File: src/rtl/ibuf_pkg.sv
// shared widths and types; lines are 16 bytes, RESET_PC must be line aligned
package ibuf_pkg;

    // ----------------------------------------
    // widths
    // ----------------------------------------
    // virtual pc width
    localparam int PC_WIDTH = 32;
    // one icache line per buffer entry
    localparam int LINE_BYTES = 16;
    localparam int HW_PER_LINE = LINE_BYTES / 2;
    localparam int CAUSE_WIDTH = 5;
    // byte offset bits inside a line
    localparam int LINE_OFF_WIDTH = $clog2(LINE_BYTES);
    // parcel index bits inside a line
    localparam int HW_IDX_WIDTH = $clog2(HW_PER_LINE);

    localparam logic [PC_WIDTH-1:0] RESET_PC = '0;

    // ----------------------------------------
    // types
    // ----------------------------------------
    // one 16-bit instruction parcel
    typedef logic [15:0] halfword_t;

    // one buffered line, 166 bits
    typedef struct packed {
        halfword_t [HW_PER_LINE-1:0] hw;
        // line-aligned fetch address
        logic [PC_WIDTH-1:0]         tag;
        logic                        excp;
        logic [CAUSE_WIDTH-1:0]      cause;
    } line_t;

    // one decode slot, 104 bits
    typedef struct packed {
        logic                   valid;
        logic [PC_WIDTH-1:0]    pc;
        logic [PC_WIDTH-1:0]    next_pc;
        // compressed words zero extended
        logic [31:0]            instr;
        // full 32-bit length
        logic                   is_rv;
        logic                   excp;
        logic [CAUSE_WIDTH-1:0] cause;
    } slot_t;

    // instructions taken by decode this cycle
    typedef enum logic [1:0] {
        ISSUE_NONE,
        ISSUE_ONE,
        ISSUE_TWO
    } issue_e;

endpackage

File: src/rtl/ibuf_fill.sv
// fill side; lines are filled strictly in sequence, strobes while fetch_req_o is low are dropped
module ibuf_fill #(
    parameter int NUM_LINES = 2
) (
    input  logic                                       clk,
    input  logic                                       reset,
    input  logic                                       flush_i,
    input  logic [ibuf_pkg::PC_WIDTH-1:0]              flush_pc_i,
    input  logic                                       fill_valid_i,
    input  ibuf_pkg::halfword_t [ibuf_pkg::HW_PER_LINE-1:0] fill_data_i,
    input  logic                                       fill_excp_i,
    input  logic [ibuf_pkg::CAUSE_WIDTH-1:0]           fill_cause_i,
    input  logic [NUM_LINES-1:0]                       line_valid_i,
    output logic [NUM_LINES-1:0]                       write_en_o,
    output ibuf_pkg::line_t                            write_line_o,
    output logic                                       fetch_req_o,
    output logic [ibuf_pkg::PC_WIDTH-1:0]              fetch_pc_o
);
    localparam int LN_W = $clog2(NUM_LINES);
    localparam int PCW = ibuf_pkg::PC_WIDTH;
    localparam int OFFW = ibuf_pkg::LINE_OFF_WIDTH;

    logic [LN_W-1:0] push_ptr_q;
    logic [PCW-1:0]  fetch_pc_q;
    logic            accept;

    // request while the push slot is drained
    assign fetch_req_o = ~line_valid_i[push_ptr_q];
    assign fetch_pc_o = fetch_pc_q;
    assign accept = fill_valid_i & fetch_req_o;

    // tag is the fetch address, already line aligned
    assign write_line_o.hw = fill_data_i;
    assign write_line_o.tag = fetch_pc_q;
    assign write_line_o.excp = fill_excp_i;
    assign write_line_o.cause = fill_cause_i;

    // one-hot write of the push line
    always_comb begin
        write_en_o = '0;
        write_en_o[push_ptr_q] = accept;
    end

    // ----------------------------------------
    // push pointer and fetch address
    // ----------------------------------------
    always_ff @(posedge clk) begin
        if (reset) begin
            push_ptr_q <= '0;
            fetch_pc_q <= ibuf_pkg::RESET_PC;
        end else if (flush_i) begin
            // restart at line 0, aligned flush target
            push_ptr_q <= '0;
            fetch_pc_q <= {flush_pc_i[PCW-1:OFFW], {OFFW{1'b0}}};
        end else if (accept) begin
            push_ptr_q <= push_ptr_q + 1'b1;
            fetch_pc_q <= fetch_pc_q + PCW'(ibuf_pkg::LINE_BYTES);
        end
    end

endmodule

File: src/rtl/ibuf_line.sv
// one buffer line; a write in the same cycle as a release keeps the line valid
module ibuf_line (
    input  logic                             clk,
    input  logic                             reset,
    input  logic                             flush_i,
    input  logic                             write_en_i,
    input  ibuf_pkg::line_t                  write_line_i,
    input  logic                             release_i,
    output ibuf_pkg::line_t                  line_o,
    output logic                             valid_o,
    output logic [ibuf_pkg::HW_PER_LINE-1:0] full_len_o
);
    ibuf_pkg::line_t line_q;
    logic            valid_q;

    // ----------------------------------------
    // storage
    // ----------------------------------------
    // parcels, tag and exception
    always_ff @(posedge clk) begin
        if (write_en_i) begin
            line_q <= write_line_i;
        end
    end

    // valid bit, flush drops everything
    always_ff @(posedge clk) begin
        if (reset || flush_i) begin
            valid_q <= 1'b0;
        end else if (write_en_i) begin
            valid_q <= 1'b1;
        end else if (release_i) begin
            // pop pointer has moved past this line
            valid_q <= 1'b0;
        end
    end

    assign line_o = line_q;
    assign valid_o = valid_q;

    // ----------------------------------------
    // length flags
    // ----------------------------------------
    // low bits 11 mark a 32-bit parcel start
    always_comb begin
        for (int i = 0; i < ibuf_pkg::HW_PER_LINE; i++) begin
            full_len_o[i] = &line_q.hw[i][1:0];
        end
    end

endmodule

File: src/rtl/ibuf_extract.sv
// slot extraction; the four parcels after the pop pointer never wrap back to its own line
module ibuf_extract #(
    parameter int NUM_LINES = 2,
    localparam int PTR_W = $clog2(NUM_LINES) + ibuf_pkg::HW_IDX_WIDTH
) (
    input  logic [PTR_W-1:0]                                    pop_ptr_i,
    input  logic [ibuf_pkg::PC_WIDTH-1:0]                       pc_i,
    input  ibuf_pkg::line_t [NUM_LINES-1:0]                     lines_i,
    input  logic [NUM_LINES-1:0]                                valid_i,
    input  logic [NUM_LINES-1:0][ibuf_pkg::HW_PER_LINE-1:0]     full_len_i,
    output ibuf_pkg::slot_t                                     slot_first_o,
    output ibuf_pkg::slot_t                                     slot_second_o
);
    localparam int LN_W = $clog2(NUM_LINES);
    localparam int HW_W = ibuf_pkg::HW_IDX_WIDTH;
    localparam int PCW = ibuf_pkg::PC_WIDTH;

    // parcels in pointer order, with their line attributes
    ibuf_pkg::halfword_t              hw [4];
    logic [3:0]                       hw_vld;
    logic [3:0]                       hw_full;
    logic [3:0]                       hw_excp;
    logic [ibuf_pkg::CAUSE_WIDTH-1:0] hw_cause [4];

    // second slot start, 1 or 2 parcels in
    logic [1:0]     s2;
    logic           first_rv;
    logic           second_rv;
    logic [PCW-1:0] first_next;

    // ----------------------------------------
    // gather parcels from the pop pointer
    // ----------------------------------------
    always_comb begin
        logic [PTR_W-1:0] p;
        logic [LN_W-1:0]  ln;
        logic [HW_W-1:0]  hx;
        for (int k = 0; k < 4; k++) begin
            // wraps around the ring of lines
            p = pop_ptr_i + PTR_W'(k);
            ln = p[PTR_W-1:HW_W];
            hx = p[HW_W-1:0];
            hw[k] = lines_i[ln].hw[hx];
            hw_vld[k] = valid_i[ln];
            hw_full[k] = full_len_i[ln][hx];
            hw_excp[k] = lines_i[ln].excp;
            hw_cause[k] = lines_i[ln].cause;
        end
    end

    // ----------------------------------------
    // first slot
    // ----------------------------------------
    assign first_rv = hw_full[0];
    assign first_next = pc_i + (first_rv ? PCW'(4) : PCW'(2));

    always_comb begin
        // a 32-bit word needs its upper parcel too
        slot_first_o.valid = hw_vld[0] & (~first_rv | hw_vld[1]);
        slot_first_o.pc = pc_i;
        slot_first_o.next_pc = first_next;
        slot_first_o.instr = first_rv ? {hw[1], hw[0]} : {16'h0000, hw[0]};
        slot_first_o.is_rv = first_rv;
        // first excepting line wins
        slot_first_o.excp = hw_excp[0] | (first_rv & hw_excp[1]);
        slot_first_o.cause = hw_excp[0] ? hw_cause[0] : hw_cause[1];
    end

    // ----------------------------------------
    // second slot
    // ----------------------------------------
    assign s2 = first_rv ? 2'd2 : 2'd1;
    assign second_rv = hw_full[s2];

    always_comb begin
        // never valid without the first
        slot_second_o.valid = slot_first_o.valid & hw_vld[s2]
                            & (~second_rv | hw_vld[s2 + 2'd1]);
        slot_second_o.pc = first_next;
        slot_second_o.next_pc = first_next + (second_rv ? PCW'(4) : PCW'(2));
        if (second_rv) begin
            slot_second_o.instr = {hw[s2 + 2'd1], hw[s2]};
        end else begin
            slot_second_o.instr = {16'h0000, hw[s2]};
        end
        slot_second_o.is_rv = second_rv;
        slot_second_o.excp = hw_excp[s2] | (second_rv & hw_excp[s2 + 2'd1]);
        if (hw_excp[s2]) begin
            slot_second_o.cause = hw_cause[s2];
        end else begin
            // upper parcel sits in the next line
            slot_second_o.cause = hw_cause[s2 + 2'd1];
        end
    end

endmodule

File: src/rtl/ibuf_pop.sv
// pop side; at most four parcels leave per cycle so only one line is released at a time
module ibuf_pop #(
    parameter int NUM_LINES = 2,
    localparam int PTR_W = $clog2(NUM_LINES) + ibuf_pkg::HW_IDX_WIDTH
) (
    input  logic                          clk,
    input  logic                          reset,
    input  logic                          flush_i,
    input  logic [ibuf_pkg::PC_WIDTH-1:0] flush_pc_i,
    input  logic                          single_rdy_i,
    input  logic                          double_rdy_i,
    input  ibuf_pkg::slot_t               slot_first_i,
    input  ibuf_pkg::slot_t               slot_second_i,
    output logic [PTR_W-1:0]              pop_ptr_o,
    output logic [ibuf_pkg::PC_WIDTH-1:0] pc_o,
    output logic [NUM_LINES-1:0]          release_o
);
    localparam int LN_W = $clog2(NUM_LINES);
    localparam int HW_W = ibuf_pkg::HW_IDX_WIDTH;
    localparam int PCW = ibuf_pkg::PC_WIDTH;
    localparam int OFFW = ibuf_pkg::LINE_OFF_WIDTH;

    ibuf_pkg::issue_e issue;
    // parcels per instruction and per issue
    logic [2:0]       len_first;
    logic [2:0]       len_second;
    logic [2:0]       step;
    logic [PTR_W-1:0] ptr_q;
    logic [PTR_W-1:0] ptr_next;
    logic [PCW-1:0]   pc_q;
    logic [PCW-1:0]   pc_next;
    logic [LN_W-1:0]  cur_line;
    logic [LN_W-1:0]  next_line;

    // ----------------------------------------
    // issue decision
    // ----------------------------------------
    always_comb begin
        if (double_rdy_i && slot_second_i.valid) begin
            issue = ibuf_pkg::ISSUE_TWO;
        end else if ((single_rdy_i || double_rdy_i) && slot_first_i.valid) begin
            issue = ibuf_pkg::ISSUE_ONE;
        end else begin
            issue = ibuf_pkg::ISSUE_NONE;
        end
    end

    assign len_first = slot_first_i.is_rv ? 3'd2 : 3'd1;
    assign len_second = slot_second_i.is_rv ? 3'd2 : 3'd1;

    // pc follows the last issued slot
    always_comb begin
        case (issue)
            ibuf_pkg::ISSUE_ONE: begin
                step = len_first;
                pc_next = slot_first_i.next_pc;
            end
            ibuf_pkg::ISSUE_TWO: begin
                step = len_first + len_second;
                pc_next = slot_second_i.next_pc;
            end
            default: begin
                step = 3'd0;
                pc_next = pc_q;
            end
        endcase
    end

    assign ptr_next = ptr_q + PTR_W'(step);

    // ----------------------------------------
    // line release
    // ----------------------------------------
    assign cur_line = ptr_q[PTR_W-1:HW_W];
    assign next_line = ptr_next[PTR_W-1:HW_W];

    always_comb begin
        release_o = '0;
        release_o[cur_line] = (cur_line != next_line);
    end

    // pointer restarts at line 0 plus the pc parcel offset
    always_ff @(posedge clk) begin
        if (reset) begin
            ptr_q <= PTR_W'(ibuf_pkg::RESET_PC[OFFW-1:1]);
            pc_q <= ibuf_pkg::RESET_PC;
        end else if (flush_i) begin
            ptr_q <= PTR_W'(flush_pc_i[OFFW-1:1]);
            pc_q <= flush_pc_i;
        end else begin
            ptr_q <= ptr_next;
            pc_q <= pc_next;
        end
    end

    assign pop_ptr_o = ptr_q;
    assign pc_o = pc_q;

endmodule

File: src/rtl/ibuf_top.sv
// instruction buffer top; NUM_LINES must be a power of two and at least 2
module ibuf_top #(
    parameter int NUM_LINES = 2
) (
    input  logic                                            clk,
    input  logic                                            reset,
    input  logic                                            flush_i,
    input  logic [ibuf_pkg::PC_WIDTH-1:0]                   flush_pc_i,
    input  logic                                            fill_valid_i,
    input  ibuf_pkg::halfword_t [ibuf_pkg::HW_PER_LINE-1:0] fill_data_i,
    input  logic                                            fill_excp_i,
    input  logic [ibuf_pkg::CAUSE_WIDTH-1:0]                fill_cause_i,
    input  logic                                            single_rdy_i,
    input  logic                                            double_rdy_i,
    output logic                                            fetch_req_o,
    output logic [ibuf_pkg::PC_WIDTH-1:0]                   fetch_pc_o,
    output ibuf_pkg::slot_t                                 slot_first_o,
    output ibuf_pkg::slot_t                                 slot_second_o
);
    localparam int PTR_W = $clog2(NUM_LINES) + ibuf_pkg::HW_IDX_WIDTH;

    // ----------------------------------------
    // internal nets
    // ----------------------------------------
    logic [NUM_LINES-1:0]                            write_en;
    ibuf_pkg::line_t                                 write_line;
    ibuf_pkg::line_t [NUM_LINES-1:0]                 lines;
    logic [NUM_LINES-1:0]                            line_valid;
    logic [NUM_LINES-1:0][ibuf_pkg::HW_PER_LINE-1:0] full_len;
    // lines the pop pointer leaves this cycle
    logic [NUM_LINES-1:0]                            rel_lines;
    logic [PTR_W-1:0]                                pop_ptr;
    logic [ibuf_pkg::PC_WIDTH-1:0]                   pc;

    // fill from the icache
    ibuf_fill #(.NUM_LINES(NUM_LINES)) u_fill (
        .clk, .reset, .flush_i, .flush_pc_i,
        .fill_valid_i, .fill_data_i, .fill_excp_i, .fill_cause_i,
        .line_valid_i(line_valid),
        .write_en_o(write_en),
        .write_line_o(write_line),
        .fetch_req_o, .fetch_pc_o
    );

    // line storage
    for (genvar i = 0; i < NUM_LINES; i++) begin : g_line
        ibuf_line u_line (
            .clk, .reset, .flush_i,
            .write_en_i(write_en[i]),
            .write_line_i(write_line),
            .release_i(rel_lines[i]),
            .line_o(lines[i]),
            .valid_o(line_valid[i]),
            .full_len_o(full_len[i])
        );
    end

    // slots to decode
    ibuf_extract #(.NUM_LINES(NUM_LINES)) u_extract (
        .pop_ptr_i(pop_ptr), .pc_i(pc),
        .lines_i(lines), .valid_i(line_valid), .full_len_i(full_len),
        .slot_first_o, .slot_second_o
    );

    // issue and release
    ibuf_pop #(.NUM_LINES(NUM_LINES)) u_pop (
        .clk, .reset, .flush_i, .flush_pc_i, .single_rdy_i, .double_rdy_i,
        .slot_first_i(slot_first_o), .slot_second_i(slot_second_o),
        .pop_ptr_o(pop_ptr), .pc_o(pc), .release_o(rel_lines)
    );

endmodule

File: config.mk
export PLATFORM = sky130hd
export DESIGN_NAME = ibuf_top
export DESIGN_NICKNAME = d
export VERILOG_FILES = /design/src/rtl/ibuf_pkg.sv /design/src/rtl/ibuf_fill.sv /design/src/rtl/ibuf_line.sv /design/src/rtl/ibuf_extract.sv /design/src/rtl/ibuf_pop.sv /design/src/rtl/ibuf_top.sv
export SDC_FILE = /design/constraint.sdc
export NUM_CORES = 1
export LEC_CHECK = 0
export BUFFER_PORTS_ARGS = -buffer_cell sky130_fd_sc_hd__buf_2
export CAP_MARGIN = 0
export CELL_PAD_IN_SITES_DETAIL_PLACEMENT = 0
export CELL_PAD_IN_SITES_GLOBAL_PLACEMENT = 1
export CORE_MARGIN = 2
export CORE_UTILIZATION = 40
export DETAILED_ROUTE_END_ITERATION = 16
export HOLD_SLACK_MARGIN = 0.03
export PLACE_DENSITY_LB_ADDON = 0.2
export RECOVER_POWER = 25
export SKIP_CTS_REPAIR_TIMING = 1
export SLEW_MARGIN = 20
export SYNTH_ARGS = -nofsm -noshare
export SYNTH_HDL_FRONTEND = slang
export SYNTH_SLANG_ARGS = --single-unit
File: constraint.sdc
create_clock -name clk -period 12.3 [get_ports clk]
set_clock_uncertainty 0.05 [all_clocks]
set_input_delay 1.23 -clock clk [delete_from_list [all_inputs] [get_ports clk]]
set_output_delay 1.23 -clock clk [all_outputs]
set_load 0.01 [all_outputs]
Word-level counts from Yosys, hierarchy flattened
Index checks and enable logic that the tools add are counted.
{ "op_classes": {"n_addsub": 10, "order_cmp": 15, "n_eq_ne": 3, "n_mux": 89, "n_bitwise": 17, "reduce_logical": 27} }
{ "ops": {"columns": ["operator", "count"], "rows": [
  ["2-to-1 mux 166 bit", 8],
  ["binary-select mux 16 bit (select 3 bit)", 4],
  ["2-to-1 mux 32 bit", 5],
  ["2-to-1 mux 16 bit", 8],
  ["adder 32 bit", 2],
  ["binary-select mux 16 bit (select 2 bit)", 2],
  ["2-to-1 mux 8 bit", 8],
  ["case mux 32 bit (2 select lines)", 1],
  ["adder 32 x 5 -> 32 bit, second input constant", 1],
  ["AND reduction 2 bit", 16],
  ["2-to-1 mux 5 bit", 6],
  ["2-to-1 mux 1 bit", 26],
  ["binary-select mux 5 bit (select 2 bit)", 2],
  ["less-than comparator 3 x 4 -> 1 bit, second input constant", 4],
  ["binary-select mux 1 bit (select 3 bit)", 4],
  ["binary-select mux 1 bit (select 2 bit)", 5],
  ["less-than comparator 1 x 2 -> 1 bit, second input constant", 5],
  ["2-to-1 mux 3 bit", 3],
  ["adder 4 x 2 -> 4 bit, second input constant", 2],
  ["2-to-1 mux 2 bit", 4],
  ["AND 1 bit", 6],
  [">= comparator 3 bit, second input constant", 2],
  ["less-than comparator 2 x 3 -> 1 bit, second input constant", 2],
  ["inverter 2 -> 3 bit", 2],
  ["other kinds (19)", 33]
]} }
{ "totals": {"register_bits": 403, "inputBits": 172, "output_inout_bits": 241, "word_cells": 191} }

Depth between registers and ports, before layout
{ "depth": {"ltp_word": 20, "mapped_depth": 25, "mapped_depth_nobuf": 18} }

By module
From an unflattened synthesis, not the netlist that was laid out.
{ "hier_totals": {"hier_cells": 2114, "area_unflattened_um2": 26157.6} }
{ "modules_own_cells": {"columns": ["module", "n_inst", "cells_each", "area_each_um2", "seq_area_each_um2"], "rows": [
  ["ibuf_extract", 1, 1111, 10816.6, 0.0],
  ["ibuf_line", 2, 178, 5079.9, 5004.8],
  ["ibuf_fill", 1, 386, 3009.1, 580.6],
  ["ibuf_pop", 1, 261, 2172.1, 720.7]
]} }

Worst setup path before layout
Ideal clock, no wire load.
{ "synth_path": {"kind": "input to register", "start": "input port fill_valid_i", "end": "register g_line[0].u_line.line_q, in the netlist g_line[0].u_line.line_o[0] (enable)", "setup_time_ps": 823, "arrival_time_ps": 10911, "t_required_ps": 11427, "setup_slack_ps": 516, "cell_stages": 1, "path_cell_list": "nor3b_1"} }
{ "synth_between": {"elab_chain_cells": 2} }
{ "synth_lines": {"columns": ["item", "line", "text"], "rows": [
  ["start: declaration", "ibuf_top.sv:9", "input logic fill_valid_i,"],
  ["AND 1 bit", "ibuf_fill.sv:30", "assign accept = fill_valid_i & fetch_req_o;"],
  ["AND 2 bit (no line)", null, null],
  ["end signal: assignment", "ibuf_line.sv:22", "line_q <= write_line_i;"],
  ["end: declaration", "ibuf_line.sv:13", "ibuf_pkg::line_t line_q;"]
]} }
Every way passes these cells.
A chain may end at the register's enable or synchronous reset.

==> results.yml <==
outcome:
  status: "completed"
cells_and_area:
  area_delta_synth_final_pct: 17.22
  fin_area_sq_mm: 0.02627
  multi_input_area_sq_mm: 0.01210
  seq_area_sq_mm: 0.009398
  drive_gt1_frac: 0.3436
  fill_cells: 5083
  fin_nets: 2266
synth:
  synthTopCellsByCount: "268 x edfxtp_1, 241 x mux4_2, 183 x mux2i_1"
  synthFlopType: "edfxtp_1"
  synthDominantCellAreaShare: 0.3591
  ys_seq_area_frac: 0.4190
  synth_edf_count: 268
  synth.area.top_cells: "edfxtp_1 36%, mux4_2 24%, mux2i_1 8.2%"
  yosysWarnings: 0
  syn-instance-count: 1770
  yosys.area.top_type: "edfxtp_1"
  avgSynthCellArea_sq_um: 12.66
  yosysMostFrequentCell: "edfxtp_1"
  synth-seq-cells: 335
  synth_area_sq_mm: 0.02241
  synth_cell_types: 79
  synth-async-reset-ratio: 0
timing:
  slew_violations: 0
  rsz0062_at_grt: "false"
  fin_crit_sh: 0.7901
  fin_tns_setup_ns: 0
  max_freq_ghz: 0.1029
  final-hold-violation-count: 0
  finalSetupViolCount: 0
  fin_crit_ns: 9.719
  relSlewSlack: 0.3465
  tightest_slew_ns: 0.9803
global_route:
  grt_pass1_vias: 16831
  grt_max_degree: 76
  antenna_found_initial: 6
  grt_pass1_wl_um: 104600
  grt.total_usage: 0.2389
  overflow: 0
floorplanning:
  start_util: 0.4060
  io_pins: 413
  die_area_sq_mm: 0.05793
  core-area_sq_mm: 0.05520
  rows: 86
  die_h_um: 240.7
  die_x_um: 240.7
critical_path:
  crit_required_ns: 11.02
  worstSetupPathType: "register to primary output"
  critPathArrivalTime_ns: 8.44
  cp_max_fo: 60
  start_kind: "register"
  end_kind: "primary output"
pwr:
  p_leak_uw: 0.009497
  p_per_area_mw_per_mm2: 131.3
  vdd_drop_max_mv: 0.1101
job:
  maxCapViolations: 0
detailed_routing:
  ant_nets: 0
  routed_via_density: 5.952
  drt_iter0_markers: 1433
  route.detailed.drc: 0
  wl_per_cell_um: 24.67
  via_count: 17018
  drt_first_pass_iters: 5
  routed_wirelength_um: 70540
clock_network:
  clock_latency_ns: 0.57
  htreeDepth: 2
  clock-sinks: 335
  cts_made_buffers: 41
  clk_pin_slew_ns: 0.06
  root_buffer: "clkbuf_16"
  clock_tree.buffer_depth: 3
  cts_tree: "built"
placement:
  hpwl_um: 49450
  io_buffers: 408
  placed_cell_area_sq_mm: 0.02483
  gp_routability_congestion: 0.8875
min_path:
  hold_path_class: "register to register"
==> layout make-up <==
cell class | instances | share of cell area
Timing Repair Buffer | 435 | 0.08369
Tap cell | 748 | 0.03563
Antenna cell | 4 | 0.0003810
Clock inverter | 23 | 0.01281
Sequential cell | 335 | 0.3578
Clock buffer | 51 | 0.04282
Multi-Input combinational cell | 1220 | 0.4606
Inverter | 43 | 0.006335
==> logic make-up (layout without fill, tap and decap cells) <==
family	after synthesis	count (layout)	share of synthesized area
fa+ha+maj	18	18	0.01105
compound gates	234	234	0.06572
simple gates	443	443	0.09553
mux	434	434	0.3290
buf+inv	218	552	0.04478
flops	335	335	0.4190
other cells	1	8	0.0001673
xor+xnor	87	87	0.03484
==> worst max-delay path, stage by stage, from the launching register on <==
cell	delay (ns)
dfxtp_4	0.76
buf_4	0.88
inv_4	0.57
nand3_1	0.23
o32ai_1	0.16
nor4_4	0.29
inv_2	0.39
a31oi_4	0.90
ha_1	0.30
inv_1	0.06
fa_1	0.51
nor3_1	0.59
nor4b_1	0.69
nand3_1	0.34
or2_1	0.44
nor4b_4	0.39
xnor2_1	0.17
buf_2	0.16
==> per-layer routing <==
metal | vias to the layer above | share of wire | GRT usage
li1 | 7518 | - | -
met1 | 8664 | 0.40 | 0.3178
met2 | 723 | 0.50 | 0.4008
met3 | 113 | 0.070 | 0.03843
met4 | 0 | 0.027 | 0.07679
met5 | - | 0 | 0
==> stage by stage <==
stage                       util  power [uW]  std cells  setup slack (ns)  hold WS (ns)
after CTS                 0.4763        3489       2854             2.541        0.5028
after global routing      0.4759        3593       2859             1.913        0.5363
final                     0.4759        3449       2859             2.581        0.5056
after global placement    0.4498        2167       2780             3.319        0.4737
after floorplan                -        1883       1773            0.5159        0.4530
after detailed placement  0.4498        2173       2780             3.163        0.4940
==> worst paths after layout <==
check	from	cells past startpoint	slack [ns]	endpoint
setup / recovery	u_pop.pop_ptr_o[0]	17	2.58	slot_second_o[70]
hold / removal	u_fill.push_ptr_q	2	0.51	u_fill.push_ptr_q
setup reg to reg	u_pop.pop_ptr_o[0]	17	4.29	u_pop.pc_o[31]
hold reg to reg	u_fill.push_ptr_q	2	0.51	u_fill.push_ptr_q
==> state kept, by name (all words and copies together), names as in the netlist <==
signal / flops
u_pop.pop_ptr_o: 4
g_line.u_line.line_o: 268
u_pop.pc_o: 32
u_fill.push_ptr_q: 1
g_line.u_line.valid_o: 2
u_fill.fetch_pc_o: 28
==> report_power, final <==
group          internal [uW]  switching [uW]
clock                    802             498
sequential              1290            65.1
combinational            347             448
total                   2440            1010
==> cell usage in the layout, fill, tap and decap left out, types with 7 or more instances in the layout <==
master and instances:
clkbuf_16 42, o22ai_1 10, nor2_1 101, a211oi_1 10
nand3_1 39, o21ai_0 51, and3_1 21, nor3_1 22
a22o_1 11, nand2b_1 10, mux4_2 241, o21ai_1 7
nor4_1 8, a21oi_1 76, inv_1 39, dfxtp_1 64
buf_4 23, buf_2 352, nand4_1 14, a31oi_1 11
o31ai_1 8, mux2_2 10, edfxtp_1 268, and2_1 21
o221ai_1 9, clkbuf_1 61, xnor2_1 50, nand2_1 165
xor2_1 33, bufinv_16 7, ha_1 13, mux2i_1 183
Power figures use the tool's default switching activity.
